## src/logic/gpio_pkg.sv

```systemverilog
// GPIO bank shared definitions: pin count, APB register map and the output write-word views

package gpio_pkg;

	// the register layout holds one bit per pin in the low half of a word
	localparam int num_pins = 16;

	localparam int apb_addr_width = 8;
	localparam int apb_data_width = 32;

	// register offsets, all word aligned
	localparam logic [apb_addr_width-1:0] addr_data_out   = 8'h00;
	localparam logic [apb_addr_width-1:0] addr_oe         = 8'h04;
	localparam logic [apb_addr_width-1:0] addr_invert     = 8'h08;
	localparam logic [apb_addr_width-1:0] addr_open_drain = 8'h0C;
	localparam logic [apb_addr_width-1:0] addr_data_in    = 8'h10;
	localparam logic [apb_addr_width-1:0] addr_out_setclr = 8'h14;

	typedef logic [num_pins-1:0] pin_vec_t;

	// a write word is either taken whole or split into set and clear masks
	// for the set/clear port, where set wins for a pin named in both
	typedef union packed
	{
		logic [apb_data_width-1:0] raw;
		struct packed
		{
			pin_vec_t set_mask;
			pin_vec_t clr_mask;
		} setclr;
	} out_wdata_u;

endpackage

```

## src/logic/gpio_apb_regs.sv

```systemverilog
// APB register slave for the GPIO bank, holding the output control registers and input readback
`timescale 1ns/100ps

module gpio_apb_regs (
	input  logic                                inclock_wire,
	input  logic                                rst_n,
	input  logic                                psel,
	input  logic                                penable,
	input  logic                                pwrite,
	input  logic [gpio_pkg::apb_addr_width-1:0] paddr,
	input  logic [gpio_pkg::apb_data_width-1:0] pwdata,
	output logic [gpio_pkg::apb_data_width-1:0] prdata,
	output logic                                pready,
	output logic                                pslverr,
	input  gpio_pkg::pin_vec_t                  in_sync,
	output gpio_pkg::pin_vec_t                  out_data,
	output gpio_pkg::pin_vec_t                  oe_mask,
	output gpio_pkg::pin_vec_t                  invert_mask,
	output gpio_pkg::pin_vec_t                  od_mask
);

	import gpio_pkg::*;

	logic       access;
	logic       wr_en;
	logic       sel_data_out;
	logic       sel_oe;
	logic       sel_invert;
	logic       sel_open_drain;
	logic       sel_data_in;
	logic       sel_out_setclr;
	logic       addr_mapped;
	out_wdata_u wdata;
	pin_vec_t   setclr_data;

	// zero wait states, every access completes in one cycle
	assign pready = 1'b1;

	assign access = psel & penable;
	assign wr_en  = access & pwrite;

	assign sel_data_out   = (paddr == addr_data_out);
	assign sel_oe         = (paddr == addr_oe);
	assign sel_invert     = (paddr == addr_invert);
	assign sel_open_drain = (paddr == addr_open_drain);
	assign sel_data_in    = (paddr == addr_data_in);
	assign sel_out_setclr = (paddr == addr_out_setclr);

	assign addr_mapped = sel_data_out | sel_oe | sel_invert | sel_open_drain |
		sel_data_in | sel_out_setclr;

	// writes to the read-only input register are refused as well as unmapped offsets
	assign pslverr = access & (~addr_mapped | (pwrite & sel_data_in));

	assign wdata.raw = pwdata;

	// clear first so that a pin named in both masks ends up set
	assign setclr_data = (out_data & ~wdata.setclr.clr_mask) | wdata.setclr.set_mask;

	always_ff @(posedge inclock_wire)
	begin
		if (!rst_n)
		begin
			out_data    <= '0;
			oe_mask     <= '0;
			invert_mask <= '0;
			od_mask     <= '0;
		end
		else if (wr_en)
		begin
			if (sel_data_out)
				out_data <= wdata.raw[num_pins-1:0];
			else if (sel_out_setclr)
				out_data <= setclr_data;

			if (sel_oe)
				oe_mask <= wdata.raw[num_pins-1:0];

			if (sel_invert)
				invert_mask <= wdata.raw[num_pins-1:0];

			if (sel_open_drain)
				od_mask <= wdata.raw[num_pins-1:0];
		end
	end

	// the set/clear port and unmapped offsets read back as zero
	always_comb
	begin
		prdata = '0;
		if (sel_data_out)
			prdata[num_pins-1:0] = out_data;
		else if (sel_oe)
			prdata[num_pins-1:0] = oe_mask;
		else if (sel_invert)
			prdata[num_pins-1:0] = invert_mask;
		else if (sel_open_drain)
			prdata[num_pins-1:0] = od_mask;
		else if (sel_data_in)
			prdata[num_pins-1:0] = in_sync;
	end

	// an error response belongs to an access phase that followed a setup phase
	ap_err_in_access: assert property (
		@(posedge inclock_wire) disable iff (!rst_n)
		pslverr |-> (psel && penable && $past(psel && !penable))
	);

	// the master never raises penable without a selected slave
	ap_enable_needs_sel: assert property (
		@(posedge inclock_wire) disable iff (!rst_n)
		penable |-> psel
	);

endmodule

```

## src/logic/gpio_in_path.sv

```systemverilog
// GPIO input path with a two-flop synchronizer and a capture register per pin
`timescale 1ns/100ps

module gpio_in_path (
	input  logic               inclock_wire,
	input  logic               rst_n,
	input  gpio_pkg::pin_vec_t pad_in,
	output gpio_pkg::pin_vec_t in_sync
);

	import gpio_pkg::*;

	pin_vec_t sync_meta;
	pin_vec_t sync_stable;

	// pads are asynchronous to the bus clock, so the first flop may go metastable
	always_ff @(posedge inclock_wire)
	begin
		if (!rst_n)
		begin
			sync_meta   <= '0;
			sync_stable <= '0;
			in_sync     <= '0;
		end
		else
		begin
			sync_meta   <= pad_in;
			sync_stable <= sync_meta;
			in_sync     <= sync_stable;
		end
	end

	// readback starts from zero whatever the pads were doing during reset
	ap_sync_clear: assert property (
		@(posedge inclock_wire)
		!rst_n |=> (in_sync == '0)
	);

endmodule

```

## src/logic/gpio_out_path.sv

```systemverilog
// GPIO output path applying inversion and open-drain, then registering pad data and enable
`timescale 1ns/100ps

module gpio_out_path (
	input  logic               inclock_wire,
	input  logic               rst_n,
	input  gpio_pkg::pin_vec_t out_data,
	input  gpio_pkg::pin_vec_t oe_mask,
	input  gpio_pkg::pin_vec_t invert_mask,
	input  gpio_pkg::pin_vec_t od_mask,
	output gpio_pkg::pin_vec_t pad_out,
	output gpio_pkg::pin_vec_t pad_oe
);

	import gpio_pkg::*;

	pin_vec_t drive_lvl;
	pin_vec_t pad_out_d;
	pin_vec_t pad_oe_d;

	// level the pin should show on the wire
	assign drive_lvl = out_data ^ invert_mask;

	// an open-drain pin only ever pulls low, a high level releases the pad
	assign pad_out_d = drive_lvl & ~od_mask;
	assign pad_oe_d  = oe_mask & ~(od_mask & drive_lvl);

	// one register per pin for data and for enable, as in the single-register pad mode
	always_ff @(posedge inclock_wire)
	begin
		if (!rst_n)
		begin
			pad_out <= '0;
			pad_oe  <= '0;
		end
		else
		begin
			pad_out <= pad_out_d;
			pad_oe  <= pad_oe_d;
		end
	end

	// pins that were enabled open-drain on the previous edge never drive a high level
	ap_od_no_high: assert property (
		@(posedge inclock_wire) disable iff (!rst_n)
		(pad_oe & pad_out & $past(od_mask & oe_mask)) == '0
	);

endmodule

```

## src/logic/gpio_top.sv

```systemverilog
// GPIO bank top level joining the APB register slave to the output and input pad paths
`timescale 1ns/100ps

module gpio_top (
	input  logic                                inclock_wire,
	input  logic                                rst_n,
	input  logic                                psel,
	input  logic                                penable,
	input  logic                                pwrite,
	input  logic [gpio_pkg::apb_addr_width-1:0] paddr,
	input  logic [gpio_pkg::apb_data_width-1:0] pwdata,
	output logic [gpio_pkg::apb_data_width-1:0] prdata,
	output logic                                pready,
	output logic                                pslverr,
	output gpio_pkg::pin_vec_t                  pad_out,
	output gpio_pkg::pin_vec_t                  pad_oe,
	input  gpio_pkg::pin_vec_t                  pad_in
);

	import gpio_pkg::*;

	pin_vec_t out_data;
	pin_vec_t oe_mask;
	pin_vec_t invert_mask;
	pin_vec_t od_mask;
	pin_vec_t in_sync;

	gpio_apb_regs u_regs (
		.inclock_wire (inclock_wire),
		.rst_n        (rst_n),
		.psel         (psel),
		.penable      (penable),
		.pwrite       (pwrite),
		.paddr        (paddr),
		.pwdata       (pwdata),
		.prdata       (prdata),
		.pready       (pready),
		.pslverr      (pslverr),
		.in_sync      (in_sync),
		.out_data     (out_data),
		.oe_mask      (oe_mask),
		.invert_mask  (invert_mask),
		.od_mask      (od_mask)
	);

	// pads change two edges after the write access that set them
	gpio_out_path u_out_path (
		.inclock_wire (inclock_wire),
		.rst_n        (rst_n),
		.out_data     (out_data),
		.oe_mask      (oe_mask),
		.invert_mask  (invert_mask),
		.od_mask      (od_mask),
		.pad_out      (pad_out),
		.pad_oe       (pad_oe)
	);

	gpio_in_path u_in_path (
		.inclock_wire (inclock_wire),
		.rst_n        (rst_n),
		.pad_in       (pad_in),
		.in_sync      (in_sync)
	);

endmodule

```

## config.mk

```make
export PLATFORM = sky130hd
export DESIGN_NAME = gpio_top
export DESIGN_NICKNAME = d
export VERILOG_FILES = /design/src/logic/gpio_pkg.sv /design/src/logic/gpio_apb_regs.sv /design/src/logic/gpio_in_path.sv /design/src/logic/gpio_out_path.sv /design/src/logic/gpio_top.sv
export SDC_FILE = /design/constraint.sdc
export NUM_CORES = 1
export LEC_CHECK = 0
export ABC_AREA = 1
export BUFFER_PORTS_ARGS = -buffer_cell sky130_fd_sc_hd__buf_4
export CORE_ASPECT_RATIO = 0.8
export CORE_MARGIN = 4
export CORE_UTILIZATION = 47
export DETAILED_ROUTE_END_ITERATION = 12
export PLACE_DENSITY_LB_ADDON = 0.15
export SLEW_MARGIN = 15
export SYNTH_ARGS = -nofsm -noshare
export SYNTH_HDL_FRONTEND = slang
export SYNTH_SLANG_ARGS = --single-unit
export TNS_END_PERCENT = 50
```

## constraint.sdc

```tcl
create_clock -name inclock_wire -period 2.4 [get_ports inclock_wire]
set_clock_uncertainty 0.05 [all_clocks]
set_input_delay 0.12 -clock inclock_wire [delete_from_list [all_inputs] [get_ports inclock_wire]]
set_output_delay 0.12 -clock inclock_wire [all_outputs]
set_load 0.005 [all_outputs]
```

==> metrics.cfg <==
[status]
status=completed

[sta]
fin_crit_ns=1.89
finalSetupTns_ns=0
finalHoldViolCount=0
rsz0062_at_grt=false
fin_ws_ns=0.513
post-route-period-util_pct=78.6
slew_headroom_pct=50.7
timing.fmax_mhz=530
setup_viol=0
slew_viol_final=0
worst_pin_slew_ns=0.738

[detailed_routing]
vias=5372
drtIter0Drc=379
drcViolationCount=0
wl_per_cell_um=13.5
antenna_left=0
viasPerCell=4.67
routed_wirelength_mm=15.5
first_pass_iters=5

[grt]
busiest_layer=met2
grt_pass1_wl_mm=24.8
antenna_found_initial=0
grt_overflow=0
track_usage_pct=21.3
grt_max_degree=113
grt_pass1_vias=4849
use_met3_pct=4.25
use_met1_pct=30.0
use_met2_pct=33.2

[worst_setup_path]
crit_chain=buf_4 > inv_1 > nand2_1 > nor2_8 > nand2_1 > o21ai_0 > nor2_1 > nand3_1 > buf_4
required_ns=2.23
worstPathArrival_ns=1.72
cp_slowest_cell=nand2_1
crit_path_start_kind=primary input
worst-path-max-fanout=16
worstSetupEndpointType=primary output
slowest_delay_ns=0.48
crit_type=in2out

[worst_hold_path]
hold_path.class=in2reg

[synth]
syn-cell-area_um2=6050
synth_area_leader_cell=dfxtp_1
synth-main-ff-cell=dfxtp_1
ys_ff_latch=144
avgSynthCellArea_um2=7.23
ys.warnings.count=0
postSynth.asyncResetShare_pct=0
netlist.area_leader.share_pct=47.7
synthCells=836
ys_seq_area_share_pct=47.7
yosysUniqueCellTypes=26
synth-edff-count=0
synth_area_leaders=dfxtp_1 48%, nand2_1 13%, nor2_1 8.1%, inv_1 7.2%, o21ai_0 4.0%

[floorplanning]
start_util_pct=48.8
dieHeight_um=109
core_um2=12400
die_area_um2=14800
design.portCount=127
num_rows=36
fp.dieW_um=135

[final_layout]
fin_area_um2=7840
area_growth_pct=29.6
nets=1028
antenna_cells=0
layout_common_cells=202 x nand2_1, 144 x dfxtp_1, 131 x nor2_1
final_common_cell=nand2_1
fill_cells=1123
layout-drive-gt1-share_pct=17.7

[clocking]
post-cts-setup-buffer-count=0
cts_root_buffer=clkbuf_16
cts_resized=0
cts_made_buffers=17
cts.sinks=144
cts_tree=yes
htree_levels=4
clk_latency_ns=0.42
cts.clk_slew.worst_paths_ns=0.06
clock_path_buffers=2

[pwr]
power.switching_mw=1.26
comb_power_share_pct=5.2
p_seq_share_pct=44.2
p_int_mw=4.24
vdd_drop_max_v=0.000566
leakagePower_nw=3.87
p_sw_share_pct=23.0
clkPwrFrac_pct=50.6
power_density_nw_per_um2=702

[place]
io_buffer_count=109
hpwl_mm=9.73
dpl_worst_slack_ns=0.576
placed_cell_area_um2=6900
gp_congestion=0.806

[job]
drv_cap=0

## worst paths after layout
path / startpoint / endpoint / slack, ns / cells after the start
setup reg to reg: u_regs.out_data[11] / u_regs.out_data[11] / 1.36 / 6
setup / recovery: paddr[4] / prdata[6] / 0.51 / 9
hold reg to reg: u_in_path.sync_stable[15] / u_in_path.in_sync[15] / 0.36 / 2
hold / removal: rst_n / u_regs.od_mask[0] / 0.04 / 3
## cell type report
type	instances	area (um2)	area share (%)
Sequential cell	144	2880	36.8
Multi-Input combinational cell	531	2450	31.2
Timing Repair Buffer	147	1200	15.3
Inverter	126	473	6.03
Clock buffer	17	425	5.43
Tap cell	171	214	2.73
Clock inverter	15	200	2.55
## what timing repair did
action,CTS,global route
hold buffers,32,0
hold endpoints to repair,66,0
setup endpoints to repair,0,0
## Yosys cell counts (10+ instances only)
cell	number
inv_1	116
nand2_1	202
buf_2	11
buf_4	20
o211ai_1	16
xnor2_1	16
o21ai_0	48
o21bai_1	16
nand3_1	36
a21oi_1	16
dfxtp_1	144
nor2_1	131
nor3_1	16
clkbuf_1	16
inv_2	10
## flip-flops by register name, summed over array words and instances, names as in the netlist
register,flops
u_in_path.in_sync,16
u_in_path.sync_meta,16
u_in_path.sync_stable,16
u_out_path.pad_oe,16
u_out_path.pad_out,16
u_regs.invert_mask,16
u_regs.od_mask,16
u_regs.oe_mask,16
u_regs.out_data,16
## metal layers
| metal | vias up | wire, um |
|---|---|---|
| met4 | 0 | 127 |
| met1 | 2405 | 7390 |
| li1 | 2783 | - |
| met3 | 14 | 954 |
| met2 | 170 | 7020 |
| met5 | - | 0 |
## stage by stage
stage	util [%]	instances	total power, mW	hold WS [ns]
global placement	55.7	1087	2.73	0.252
finish	63.3	1151	5.50	0.0356
floorplan	-	851	2.62	0.168
global route	63.3	1151	5.67	0.0664
CTS	63.3	1151	5.54	0.0260
detailed placement	55.7	1087	2.73	0.256
## kinds of logic after synthesis
family / count (synthesis) / synth area share, %
AND/OR/NAND/NOR: 401 / 27.8
buffers and inverters: 176 / 12.8
flip-flops: 144 / 47.7
AO/OA/AOI/OAI: 97 / 9.37
XOR/XNOR: 16 / 2.32
other: 2 / 0.124
## worst max-delay path, delay by kind of cell
family,cells,cell delay [ns]
buffers and inverters,3,0.27
AND/OR/NAND/NOR,5,0.94
AO/OA/AOI/OAI,1,0.37
## power groups by stage
stage	clock network, mW	registers, mW	logic, mW
after CTS	2.82	2.43	0.284
after detailed placement	0	2.49	0.243
after global placement	0	2.49	0.241
after floorplan	0	2.48	0.138
final	2.78	2.43	0.285
after global routing	2.92	2.43	0.315
Power figures use the tool's default switching activity.
